**config.mk**
```make
export PLATFORM = sky130hd
export DESIGN_NAME = fp_div_top
export DESIGN_NICKNAME = d
export VERILOG_FILES = /design/src/logic/fdiv_pkg.sv /design/src/logic/fp_classify.sv /design/src/logic/fp_div.sv /design/src/logic/fp_div_round.sv /design/src/logic/fp_div_top.sv /design/src/logic/fp_mant_div.sv
export VERILOG_INCLUDE_DIRS = /design/src /design/src/logic
export SDC_FILE = /design/constraint.sdc
export NUM_CORES = 1
export LEC_CHECK = 0
export BUFFER_PORTS_ARGS = -buffer_cell sky130_fd_sc_hd__buf_4
export CORE_MARGIN = 3
export CORE_UTILIZATION = 45
export DETAILED_ROUTE_END_ITERATION = 8
export HOLD_SLACK_MARGIN = 0.12
export SLEW_MARGIN = 20
export SYNTH_ARGS = -nofsm -noshare
export SYNTH_HDL_FRONTEND = slang
export SYNTH_SLANG_ARGS = --single-unit
```
**constraint.sdc**
```tcl
create_clock -name clk -period 36.3 [get_ports clk]
set_clock_uncertainty 0.2 [all_clocks]
set_input_delay 3.63 -clock clk [delete_from_list [all_inputs] [get_ports clk]]
set_output_delay 3.63 -clock clk [all_outputs]
set_load 0.005 [all_outputs]
```
**src/logic/fdiv_macros.svh**
```systemverilog
// Binary32 format constants for the divide unit, pulled in with `include where a width is needed
`ifndef FDIV_MACROS_SVH
`define FDIV_MACROS_SVH
`default_nettype none

// Word layout
`define FDIV_FLEN 32
`define FDIV_EXPO_W 8
`define FDIV_FRAC_W 23

// Exponent bias of the format
`define FDIV_BIAS 127

// Guard, round and sticky bits handed to the rounding stage
`define FDIV_GRS_W 3

// Positive quiet NaN with only the top fraction bit set
`define FDIV_CANON_NAN 32'h7fc0_0000

`default_nettype wire
`endif

```
**src/logic/fdiv_pkg.sv**
```systemverilog
// Types shared by the divide unit stages, referenced with fdiv_pkg:: scoped names
`include "fdiv_macros.svh"
`default_nettype none

package fdiv_pkg;

    // RISC-V rounding mode encodings
    typedef enum logic [2:0] {
        RNE = 3'b000,
        RTZ = 3'b001,
        RDN = 3'b010,
        RUP = 3'b011,
        RMM = 3'b100
    } round_mode_e;

    // Mantissa core sequencing
    typedef enum logic [1:0] {
        IDLE = 2'd0,
        RUN  = 2'd1,
        DONE = 2'd2
    } div_state_e;

    // Two extra bits hold the signed exponent range of a quotient
    typedef logic [`FDIV_EXPO_W+1:0] expo_ext_t;
    typedef logic [4:0] shift_amt_t;

    typedef struct packed {
        logic sign;
        logic [`FDIV_EXPO_W-1:0] expo;
        logic [`FDIV_FRAC_W-1:0] frac;
    } fp_t;

    // Operand class bits
    typedef struct packed {
        logic zero;
        logic inf;
        logic snan;
        logic qnan;
        logic subnormal;
    } special_t;

    typedef struct packed {
        logic nv;
        logic dz;
        logic of;
        logic uf;
        logic nx;
    } fflags_t;

    typedef struct packed {
        fp_t a;
        fp_t b;
        round_mode_e rm;
    } fdiv_req_t;

    // Classifier output, fractions already prenormalized
    typedef struct packed {
        fp_t a;
        fp_t b;
        special_t a_special;
        special_t b_special;
        logic a_hidden;
        logic b_hidden;
        shift_amt_t a_shift;
        shift_amt_t b_shift;
        round_mode_e rm;
    } fdiv_args_t;

    // Divider record for the rounding stage
    typedef struct packed {
        logic sign;
        expo_ext_t expo;
        logic hidden;
        logic [`FDIV_FRAC_W-1:0] frac;
        logic [`FDIV_GRS_W-1:0] grs;
        logic expo_overflow;
        logic right_shift;
        shift_amt_t right_shift_amt;
        logic special;
        logic nv;
        logic dz;
        round_mode_e rm;
    } fdiv_inter_t;

    typedef struct packed {
        fp_t result;
        fflags_t fflags;
    } fdiv_resp_t;

endpackage

`default_nettype wire

```
**src/logic/fp_classify.sv**
```systemverilog
// Producer stage of the divide unit: classifies and prenormalizes both operands into one register
`include "fdiv_macros.svh"
`default_nettype none
`timescale 1ns/100ps

module fp_classify (
    input  logic                clk,
    input  logic                rst,
    input  logic                req_valid,
    output logic                req_ready,
    input  fdiv_pkg::fdiv_req_t req,
    output logic                args_valid,
    input  logic                args_ready,
    output fdiv_pkg::fdiv_args_t args
);

    // Class bits from the exponent and fraction fields
    function automatic fdiv_pkg::special_t classify(input fdiv_pkg::fp_t x);
        fdiv_pkg::special_t c;
        logic expo_zero;
        logic expo_ones;
        logic frac_zero;
        expo_zero = (x.expo == '0);
        expo_ones = (x.expo == '1);
        frac_zero = (x.frac == '0);
        c.zero = expo_zero & frac_zero;
        c.subnormal = expo_zero & ~frac_zero;
        c.inf = expo_ones & frac_zero;
        // Top fraction bit splits quiet from signaling
        c.qnan = expo_ones & ~frac_zero & x.frac[`FDIV_FRAC_W-1];
        c.snan = expo_ones & ~frac_zero & ~x.frac[`FDIV_FRAC_W-1];
        return c;
    endfunction

    // Left shift that moves the leading one of a subnormal into the hidden position
    function automatic fdiv_pkg::shift_amt_t prenorm_shift(input fdiv_pkg::fp_t x);
        fdiv_pkg::shift_amt_t lz;
        logic found;
        lz = '0;
        found = 1'b0;
        for (int i = `FDIV_FRAC_W - 1; i >= 0; i--) begin
            if (!found && !x.frac[i])
                lz = lz + 5'd1;
            else
                found = 1'b1;
        end
        if (x.expo == '0 && x.frac != '0)
            return lz + 5'd1;
        return '0;
    endfunction

    fdiv_pkg::fdiv_args_t args_next;
    logic live_r;

    always_comb begin
        args_next.a = req.a;
        args_next.b = req.b;
        args_next.a_special = classify(req.a);
        args_next.b_special = classify(req.b);
        args_next.a_hidden = |req.a.expo;
        args_next.b_hidden = |req.b.expo;
        args_next.a_shift = prenorm_shift(req.a);
        args_next.b_shift = prenorm_shift(req.b);
        // Shift applies to subnormals only, normal operands see zero
        args_next.a.frac = req.a.frac << args_next.a_shift;
        args_next.b.frac = req.b.frac << args_next.b_shift;
        args_next.rm = req.rm;
    end

    // Entry free, or leaving this cycle
    assign req_ready = live_r & (~args_valid | args_ready);

    always_ff @(posedge clk) begin
        if (rst) begin
            live_r <= 1'b0;
            args_valid <= 1'b0;
        end else begin
            live_r <= 1'b1;
            if (req_valid && req_ready)
                args_valid <= 1'b1;
            else if (args_ready)
                args_valid <= 1'b0;
        end
    end

    // Payload register
    always_ff @(posedge clk) begin
        if (req_valid && req_ready)
            args <= args_next;
    end

endmodule

`default_nettype wire

```
**src/logic/fp_div.sv**
```systemverilog
// Divider unit: early exit for special operands, exponent subtract and the iterative mantissa core
`include "fdiv_macros.svh"
`default_nettype none
`timescale 1ns/100ps

module fp_div (
    input  logic                   clk,
    input  logic                   rst,
    input  fdiv_pkg::fdiv_args_t   args,
    input  logic                   args_valid,
    output logic                   args_ready,
    output fdiv_pkg::fdiv_inter_t  inter,
    output logic                   inter_valid,
    input  logic                   inter_ack
);

    logic accept;
    logic busy;
    logic early_r;
    logic fin_r;

    // Issue ready, free or handing off this cycle
    assign args_ready = ~busy | inter_ack;
    assign accept = args_valid & args_ready;

    ////////////////////////////////////////////////////////////////////////////
    // Special operands
    logic nv, dz, qnan, inf, zero, special;
    logic a_num;
    logic sign_r, nv_r, dz_r, qnan_r, zero_r;
    fdiv_pkg::round_mode_e rm_r;
    fdiv_pkg::fp_t spec;

    // Finite and nonzero dividend, normal or subnormal
    assign a_num = ~(args.a_special.zero | args.a_special.inf |
                     args.a_special.snan | args.a_special.qnan);
    assign nv = (args.a_special.zero & args.b_special.zero) |
                (args.a_special.inf & args.b_special.inf) |
                args.a_special.snan | args.b_special.snan;
    assign dz = a_num & args.b_special.zero;
    assign qnan = nv | args.a_special.qnan | args.b_special.qnan;
    assign inf = ~qnan & (dz | args.a_special.inf);
    assign zero = ~qnan & (args.a_special.zero | args.b_special.inf);
    assign special = qnan | inf | zero;

    always_comb begin
        spec.sign = sign_r;
        spec.expo = '1;
        spec.frac = '0;
        if (qnan_r)
            spec = `FDIV_CANON_NAN;
        else if (zero_r)
            spec.expo = '0;
    end

    ////////////////////////////////////////////////////////////////////////////
    // Exponent difference
    // Subnormals count as exponent one minus their prenormalize shift
    fdiv_pkg::expo_ext_t eff_a, eff_b, expo_diff, expo_r, e_norm, rs_full;
    logic [`FDIV_FRAC_W+2:0] quotient;
    logic rem_nz;
    logic core_done;

    assign eff_a = {2'b0, args.a.expo} + {9'b0, ~args.a_hidden} - {5'b0, args.a_shift};
    assign eff_b = {2'b0, args.b.expo} + {9'b0, ~args.b_hidden} - {5'b0, args.b_shift};
    assign expo_diff = eff_a - eff_b + fdiv_pkg::expo_ext_t'(`FDIV_BIAS);

    // Quotient below one costs an exponent step
    assign e_norm = expo_r - {9'b0, ~quotient[`FDIV_FRAC_W+2]};
    assign rs_full = fdiv_pkg::expo_ext_t'(1) - e_norm;

    ////////////////////////////////////////////////////////////////////////////
    // Request hold
    always_ff @(posedge clk) begin
        if (rst) begin
            busy <= 1'b0;
            early_r <= 1'b0;
            fin_r <= 1'b0;
        end else begin
            if (inter_ack) begin
                busy <= 1'b0;
                early_r <= 1'b0;
                fin_r <= 1'b0;
            end else if (core_done) begin
                fin_r <= 1'b1;
            end
            if (accept) begin
                busy <= 1'b1;
                early_r <= special;
            end
        end
    end

    always_ff @(posedge clk) begin
        if (accept) begin
            sign_r <= args.a.sign ^ args.b.sign;
            nv_r <= nv;
            dz_r <= dz;
            qnan_r <= qnan;
            zero_r <= zero;
            expo_r <= expo_diff;
            rm_r <= args.rm;
        end
    end

    // Core only runs for ordinary operands
    fp_mant_div i_core (
        .clk       (clk),
        .rst       (rst),
        .start     (accept & ~special),
        .dividend  ({1'b1, args.a.frac, 2'b00}),
        .divisor   ({1'b1, args.b.frac, 2'b00}),
        .quotient  (quotient),
        .remainder (rem_nz),
        .done      (core_done)
    );

    ////////////////////////////////////////////////////////////////////////////
    // Record for rounding
    assign inter_valid = early_r | fin_r | core_done;

    always_comb begin
        inter.sign = early_r ? spec.sign : sign_r;
        inter.expo = early_r ? {2'b00, spec.expo} : e_norm;
        inter.hidden = quotient[`FDIV_FRAC_W+2];
        inter.frac = early_r ? spec.frac : quotient[`FDIV_FRAC_W+1:2];
        inter.grs = early_r ? '0 : {quotient[1:0], rem_nz};
        inter.expo_overflow = ~early_r & ~e_norm[9] & (e_norm >= 10'd255);
        // Zero or negative biased exponent gives a subnormal
        inter.right_shift = ~early_r & (e_norm[9] | (e_norm == '0));
        // Past 26 everything lands in sticky
        inter.right_shift_amt = (rs_full > 10'd26) ? 5'd26 : rs_full[4:0];
        inter.special = early_r;
        inter.nv = nv_r;
        inter.dz = dz_r;
        inter.rm = rm_r;
    end

endmodule

`default_nettype wire

```
**src/logic/fp_div_round.sv**
```systemverilog
// Rounding stage that normalizes, rounds, raises flags and holds the response for the top level
`include "fdiv_macros.svh"
`default_nettype none
`timescale 1ns/100ps

module fp_div_round (
    input  logic                  clk,
    input  logic                  rst,
    input  fdiv_pkg::fdiv_inter_t inter,
    input  logic                  inter_valid,
    output logic                  inter_ack,
    output fdiv_pkg::fdiv_resp_t  resp,
    output logic                  resp_valid,
    input  logic                  resp_ready
);

    logic [`FDIV_FRAC_W:0] mant, mant_d;
    logic guard, guard_d;
    logic sticky, sticky_d;
    logic [51:0] wide;
    logic inc, to_inf, overflow, inexact;
    logic [`FDIV_FRAC_W+1:0] sum;
    fdiv_pkg::expo_ext_t expo_rnd;
    fdiv_pkg::fdiv_resp_t resp_next;

    // Accept when the output register is empty or draining
    assign inter_ack = inter_valid & (~resp_valid | resp_ready);

    ////////////////////////////////////////////////////////////////////////////
    // Normalize and denormalize
    always_comb begin
        if (inter.hidden) begin
            mant = {1'b1, inter.frac};
            guard = inter.grs[2];
            sticky = inter.grs[1] | inter.grs[0];
        end else begin
            // Quotient below one needs one bit pulled up
            mant = {inter.frac, inter.grs[2]};
            guard = inter.grs[1];
            sticky = inter.grs[0];
        end
    end

    assign wide = {mant, guard, 27'b0} >> inter.right_shift_amt;
    assign mant_d = inter.right_shift ? wide[51:28] : mant;
    assign guard_d = inter.right_shift ? wide[27] : guard;
    // Bits pushed past guard fold into sticky
    assign sticky_d = inter.right_shift ? (|wide[26:0] | sticky) : sticky;

    ////////////////////////////////////////////////////////////////////////////
    // Round by mode
    always_comb begin
        case (inter.rm)
            fdiv_pkg::RNE: inc = guard_d & (sticky_d | mant_d[0]);
            fdiv_pkg::RDN: inc = inter.sign & (guard_d | sticky_d);
            fdiv_pkg::RUP: inc = ~inter.sign & (guard_d | sticky_d);
            fdiv_pkg::RMM: inc = guard_d;
            default: inc = 1'b0;
        endcase
        case (inter.rm)
            fdiv_pkg::RNE, fdiv_pkg::RMM: to_inf = 1'b1;
            fdiv_pkg::RDN: to_inf = inter.sign;
            fdiv_pkg::RUP: to_inf = ~inter.sign;
            default: to_inf = 1'b0;
        endcase
    end

    assign sum = {1'b0, mant_d} + {{(`FDIV_FRAC_W+1){1'b0}}, inc};
    // Carry out of the mantissa bumps the exponent
    assign expo_rnd = inter.expo + {9'b0, sum[`FDIV_FRAC_W+1]};
    assign overflow = ~inter.special & ~inter.right_shift &
                      (inter.expo_overflow | (expo_rnd == 10'd255));
    assign inexact = guard_d | sticky_d | overflow;

    always_comb begin
        resp_next.result.sign = inter.sign;
        resp_next.fflags = '0;
        resp_next.fflags.nv = inter.nv;
        resp_next.fflags.dz = inter.dz;
        if (inter.special) begin
            // Early exit word passes straight through
            resp_next.result.expo = inter.expo[`FDIV_EXPO_W-1:0];
            resp_next.result.frac = inter.frac;
        end else if (overflow) begin
            resp_next.result.expo = to_inf ? 8'hff : 8'hfe;
            resp_next.result.frac = to_inf ? '0 : '1;
            resp_next.fflags.of = 1'b1;
            resp_next.fflags.nx = 1'b1;
        end else begin
            // Subnormal rounding up to the hidden bit turns normal
            resp_next.result.expo = inter.right_shift ? {7'b0, sum[`FDIV_FRAC_W]}
                                                      : expo_rnd[`FDIV_EXPO_W-1:0];
            // A mantissa carry leaves the fraction bits all zero
            resp_next.result.frac = sum[`FDIV_FRAC_W-1:0];
            resp_next.fflags.nx = inexact;
            resp_next.fflags.uf = inter.right_shift & inexact;
        end
    end

    ////////////////////////////////////////////////////////////////////////////
    // Output register
    always_ff @(posedge clk) begin
        if (rst)
            resp_valid <= 1'b0;
        else if (inter_ack)
            resp_valid <= 1'b1;
        else if (resp_ready)
            resp_valid <= 1'b0;
    end

    always_ff @(posedge clk) begin
        if (inter_ack)
            resp <= resp_next;
    end

endmodule

`default_nettype wire

```
**src/logic/fp_div_top.sv**
```systemverilog
// Top of the binary32 divide unit: classifier, divider and rounding stage in a chain
`default_nettype none
`timescale 1ns/100ps

module fp_div_top (
    input  logic                 clk,
    input  logic                 rst,
    input  logic                 req_valid,
    output logic                 req_ready,
    input  fdiv_pkg::fdiv_req_t  req,
    output logic                 resp_valid,
    input  logic                 resp_ready,
    output fdiv_pkg::fdiv_resp_t resp
);

    // Classifier to divider
    fdiv_pkg::fdiv_args_t args;
    logic args_valid;
    logic args_ready;

    // Divider to rounding
    fdiv_pkg::fdiv_inter_t inter;
    logic inter_valid;
    logic inter_ack;

    fp_classify i_classify (
        .clk        (clk),
        .rst        (rst),
        .req_valid  (req_valid),
        .req_ready  (req_ready),
        .req        (req),
        .args_valid (args_valid),
        .args_ready (args_ready),
        .args       (args)
    );

    fp_div i_div (
        .clk         (clk),
        .rst         (rst),
        .args        (args),
        .args_valid  (args_valid),
        .args_ready  (args_ready),
        .inter       (inter),
        .inter_valid (inter_valid),
        .inter_ack   (inter_ack)
    );

    fp_div_round i_round (
        .clk         (clk),
        .rst         (rst),
        .inter       (inter),
        .inter_valid (inter_valid),
        .inter_ack   (inter_ack),
        .resp        (resp),
        .resp_valid  (resp_valid),
        .resp_ready  (resp_ready)
    );

endmodule

`default_nettype wire

```
**src/logic/fp_mant_div.sv**
```systemverilog
// Restoring radix-2 mantissa divider, one quotient bit per cycle, used inside the divider unit
`include "fdiv_macros.svh"
`default_nettype none
`timescale 1ns/100ps

module fp_mant_div (
    input  logic                      clk,
    input  logic                      rst,
    input  logic                      start,
    input  logic [`FDIV_FRAC_W+2:0]   dividend,
    input  logic [`FDIV_FRAC_W+2:0]   divisor,
    output logic [`FDIV_FRAC_W+2:0]   quotient,
    output logic                      remainder,
    output logic                      done
);

    fdiv_pkg::div_state_e state;
    logic [4:0] count;

    // Partial remainder stays below twice the divisor
    logic [`FDIV_FRAC_W+3:0] rem;
    logic [`FDIV_FRAC_W+2:0] divisor_r;
    logic [`FDIV_FRAC_W+4:0] trial;

    assign trial = {1'b0, rem} - {2'b0, divisor_r};

    ////////////////////////////////////////////////////////////////////////////
    // Control
    // 26 quotient bits in RUN, then one DONE cycle
    always_ff @(posedge clk) begin
        if (rst) begin
            state <= fdiv_pkg::IDLE;
            count <= '0;
        end else if (start) begin
            state <= fdiv_pkg::RUN;
            count <= '0;
        end else begin
            case (state)
                fdiv_pkg::RUN: begin
                    count <= count + 5'd1;
                    if (count == 5'(`FDIV_FRAC_W + 2))
                        state <= fdiv_pkg::DONE;
                end
                fdiv_pkg::DONE: state <= fdiv_pkg::IDLE;
                default: state <= fdiv_pkg::IDLE;
            endcase
        end
    end

    ////////////////////////////////////////////////////////////////////////////
    // Shift-subtract datapath
    always_ff @(posedge clk) begin
        if (start) begin
            rem <= {1'b0, dividend};
            divisor_r <= divisor;
            quotient <= '0;
        end else if (state == fdiv_pkg::RUN) begin
            // No borrow means the divisor fits, quotient bit is one
            quotient <= {quotient[`FDIV_FRAC_W+1:0], ~trial[`FDIV_FRAC_W+4]};
            if (trial[`FDIV_FRAC_W+4])
                rem <= rem << 1;
            else
                rem <= trial[`FDIV_FRAC_W+3:0] << 1;
        end
    end

    // Any leftover remainder becomes sticky
    assign remainder = |rem;
    assign done = (state == fdiv_pkg::DONE);

endmodule

`default_nettype wire

```
==> summary by stage <==
Outcome
The run finished with clean final reports.

Cells and area
The count of filler cells inserted in the layout is 4303. With fillers left out, the area of the finished cells amounts to around 23000 um2. The number of antenna diodes in the final layout is 0.

In the final layout, the share of cells above drive strength 1 is 0.120. Once layout is complete, the utilization of the core stands at 0.508. After the last flow step, the layout net total stands at around 2600.

The synthesis-to-finish area growth is 10.1%. The number of non-filler instances in the completed layout is between 3000 and 4000. Across the whole layout, storage elements account for around 6500 um2. Summing all multi-input logic gate instances after layout gives between 10000 and 15000 um2.

Power and ir drop
The analysis attributes to cell leakage a power of around 0.009 uW. Across the VDD grid, the largest voltage drop is roughly 0.034 mV. The power density normalized to cell area is between 30 and 40 nW/um2.

Worst setup path
The maximum fanout encountered on the critical timing path is 23. The critical path capture point type is a flip-flop. The number of buffer and inverter stages on the critical path is 2. Among the stages of the critical path, the cell type that occurs most often is ha_1.

The cell class contributing the biggest share of worst-path delay is adder cells. Data on the critical path is required at its endpoint by ~36 ns. The arrival time of the worst setup path is 19.51 ns. The type of origin of the critical path is an input port. Among all stages on the critical path, the largest delay is contributed by nor3_4. The category of the critical setup timing path is input port to flip-flop. In this design, the stage delay of the slowest critical-path cell is around 0.7 ns.

Clocking
CTS built an H-tree with a depth of 1. The clock passes through at most 3 buffers. The number of hold buffers added after CTS is 0. The number of clock sinks is between 200 and 250. Once the clock tree was built, the setup fixing pass inserted 0 buffers.

Clock-pin slew was measured on the worst setup and hold paths at about 0.06 ns. Gates resized during post-CTS repair numbered 0. The clock tree from TritonCTS is yes. Clock tree synthesis inserted a total of 26 buffers. For the worst-skew pair, the clock arrives at the later sink with an insertion delay of 0.56 ns. In this run the clock root is driven by a clkbuf_16.

Synthesis
The number of flops mapped to enable cells by yosys is around 190. The mapped netlist covers approximately 21000 um2. The number of nets in the synthesized netlist is approximately 2600. Of the post-synthesis cell area, the dominant cell type holds 0.274.

The flip-flop cell with the highest count after synthesis is edfxtp_1. In this run the mean area of a mapped cell was 8.66 um2. The sequential share of the synthesized area is 0.313.

Of all cell types, the one taking the most synthesized area is edfxtp_1. The flip-flop and latch count after synthesis is about 230. The warning count from the yosys run is 0. The unique cell type count in the Yosys netlist is between 100 and 150.

Of all flip-flops after synthesis, the portion carrying an async set or reset was 0. Counting every instance in the synthesized netlist gives about 2400. Sorting the synthesized cells by area gives the leading types as edfxtp_1 (27%), mux2i_1 (8.0%), ha_1 (5.6%).

Die
110 I/O pins were placed. Measured along the x axis, the die boundary spans between 200 and 250 um. From bottom edge to top edge, the die measures 220 um. For this configuration, the core starts out at a cell density of 0.461. The number of core rows is a little under 80. The core region area is between 40000 and 50000 um2. The floorplan step defined a die boundary enclosing 48400 um2.

Timing
The final sum of negative setup slack is 0 ns. The worst pin sits at a relative slew slack of 0.268. Setup repair after global routing left no endpoint under its margin. The worst path needs a little under 20 ns of the cycle, external delays included. Once routing completed, OpenROAD measured the worst setup slack at about 17 ns. The ratio of final minimum period to clock period is 0.533. The final number of setup-violating endpoints is 0. The slew of the pin with the lowest slew margin is ~1.1 ns. The count of final hold-check violations is 0.

The count of pins over their slew limit is 0. The maximum clock rate is between 50 and 60 MHz.

Drt
The average via count per standard cell is a little under 6. After detailed routing, the average wire length per cell comes to between 15 and 20 um. The final layout contains routed wiring with a total length of 58400 um. In the routed design, unresolved DRC markers number 0. The iteration count of the initial detailed-routing pass is 5. After the first detailed-routing iteration, the DRC count stood at 1312. The remaining antenna violation count after routing is 0. The detailed-route via count is between 15000 and 20000.

Place
The cell area reported after detailed placement is about 22000 um2. Including well taps, the total number of placed cells is between 2000 and 3000. The setup slack at placement is 16.56 ns. The total of buffers placed on input and output ports is 109. The placer congestion estimate is 0.969. The detailed placement HPWL is approximately 45000 um.

GRT
For this run, the total global-route usage over all layers was measured as 0.235. The via count of the first global-routing pass was 17200. The residual overflow from global routing is 0. The largest net degree at the start of global routing is 61. The global-route wire length before repair is 92700 um. The initial antenna violation count came to 0.

Worst hold path
The path class of the tightest hold or removal check is flip-flop to flip-flop.

Run
The number of max-cap violations is 0.
## metrics by stage
step,hold WS [ns],power [uW]
2_1_floorplan,0.200,497
3_3_place_gp,0.202,576
3_5_place_dp,0.205,577
4_1_cts,0.215,839
5_1_grt,0.221,880
6_report,0.213,835
## routing by layer
layer	vias to the layer above	share of wire	track usage
met5	-	0	0
met4	0	0.029	0.0670
met3	96	0.035	0.0250
met2	427	0.49	0.413
met1	8711	0.44	0.308
li1	8839	-	-
## state kept, by name (all words and copies together) (netlist names), 2 cells and up
name and count:
i_classify.args 87, i_div.expo_r 10, i_div.i_core.count 5, i_div.i_core.divisor_r 23, i_div.i_core.quotient 26, i_div.i_core.rem 25
i_div.i_core.state 2, i_div.rm_r 3, i_round.resp 37
## final cells by class
class / count / area share
multi-input cells: 1917 / 0.582
inverters: 121 / 0.0201
well taps: 592 / 0.0326
clock buffers: 31 / 0.0295
flip-flops and latches: 229 / 0.285
repair buffers: 134 / 0.0442
clock inverters: 13 / 0.00683
## kinds of logic (layout without fill, tap and decap cells)
kind of cell / count (synthesis) / count (layout) / share of synthesized area
AND/OR/NAND/NOR: 925 / 925 / 0.223
AO/OA/AOI/OAI: 520 / 520 / 0.162
XOR/XNOR: 139 / 139 / 0.0695
flip-flops: 229 / 229 / 0.313
buffers and inverters: 235 / 299 / 0.0466
adder cells (fa/ha/maj): 111 / 111 / 0.0710
multiplexers: 222 / 222 / 0.115
## Yosys cell counts (27+ instances only)
cell      count
a211oi_1     29
a21oi_1     170
and2_1       27
clkbuf_1     78
dfxtp_1      41
edfxtp_1    188
ha_1         93
inv_1       117
mux2_2       50
mux2i_1     165
nand2_1     267
nand2b_1     28
nand3_1      73
nor2_1      237
nor2b_1      43
nor3_1       62
nor4_1       32
o21ai_0     116
or3_1        27
xnor2_1      77
xor2_1       47
## cells in the final DEF, fill, tap and decap left out, types with 8 or more instances in the layout
| cell type | instances |
|---|---|
| xor2_1 | 47 |
| fa_1 | 12 |
| a21boi_0 | 10 |
| nand4_1 | 26 |
| a21oi_1 | 170 |
| o211ai_1 | 14 |
| nor3_1 | 62 |
| nor4_1 | 32 |
| mux2_2 | 50 |
| clkbuf_16 | 26 |
| edfxtp_1 | 188 |
| ha_1 | 93 |
| and2_1 | 27 |
| inv_1 | 115 |
| nand3_1 | 73 |
| or3_1 | 27 |
| o21ai_0 | 116 |
| a211oi_1 | 29 |
| o31ai_1 | 10 |
| and3_1 | 23 |
| xnor2_1 | 77 |
| or4_1 | 9 |
| buf_4 | 133 |
| nor2_1 | 235 |
| or2_2 | 14 |
| a21o_1 | 17 |
| a31oi_1 | 20 |
| nor2b_1 | 43 |
| nand2_1 | 267 |
| dfxtp_1 | 41 |
| a211o_1 | 8 |
| a2111oi_0 | 8 |
| o31a_1 | 12 |
| nand2b_1 | 28 |
| mux2i_1 | 165 |
## path summary, 6_finish.rpt
path | start | endpoint | slack, ns | cells after the start
setup / recovery | req[57] | i_classify.args[74]$_DFFE_PP_ | 16.97 | 76
hold / removal | i_classify.args[41]$_DFFE_PP_ | i_div.i_core.divisor_r[18]$_DFFE_PP_ | 0.21 | 0
setup reg to reg | i_div.i_core.quotient[25]$_SDFFE_PP0N_ | i_round.resp[27]$_DFFE_PP_ | 25.10 | 41
hold reg to reg | i_classify.args[41]$_DFFE_PP_ | i_div.i_core.divisor_r[18]$_DFFE_PP_ | 0.21 | 0
## report_power, final
part | switching (uW) | internal (uW)
Sequential | 12.9 | 305
Combinational | 162 | 96.8
Clock | 107 | 152
Power figures use the tool's default switching activity.
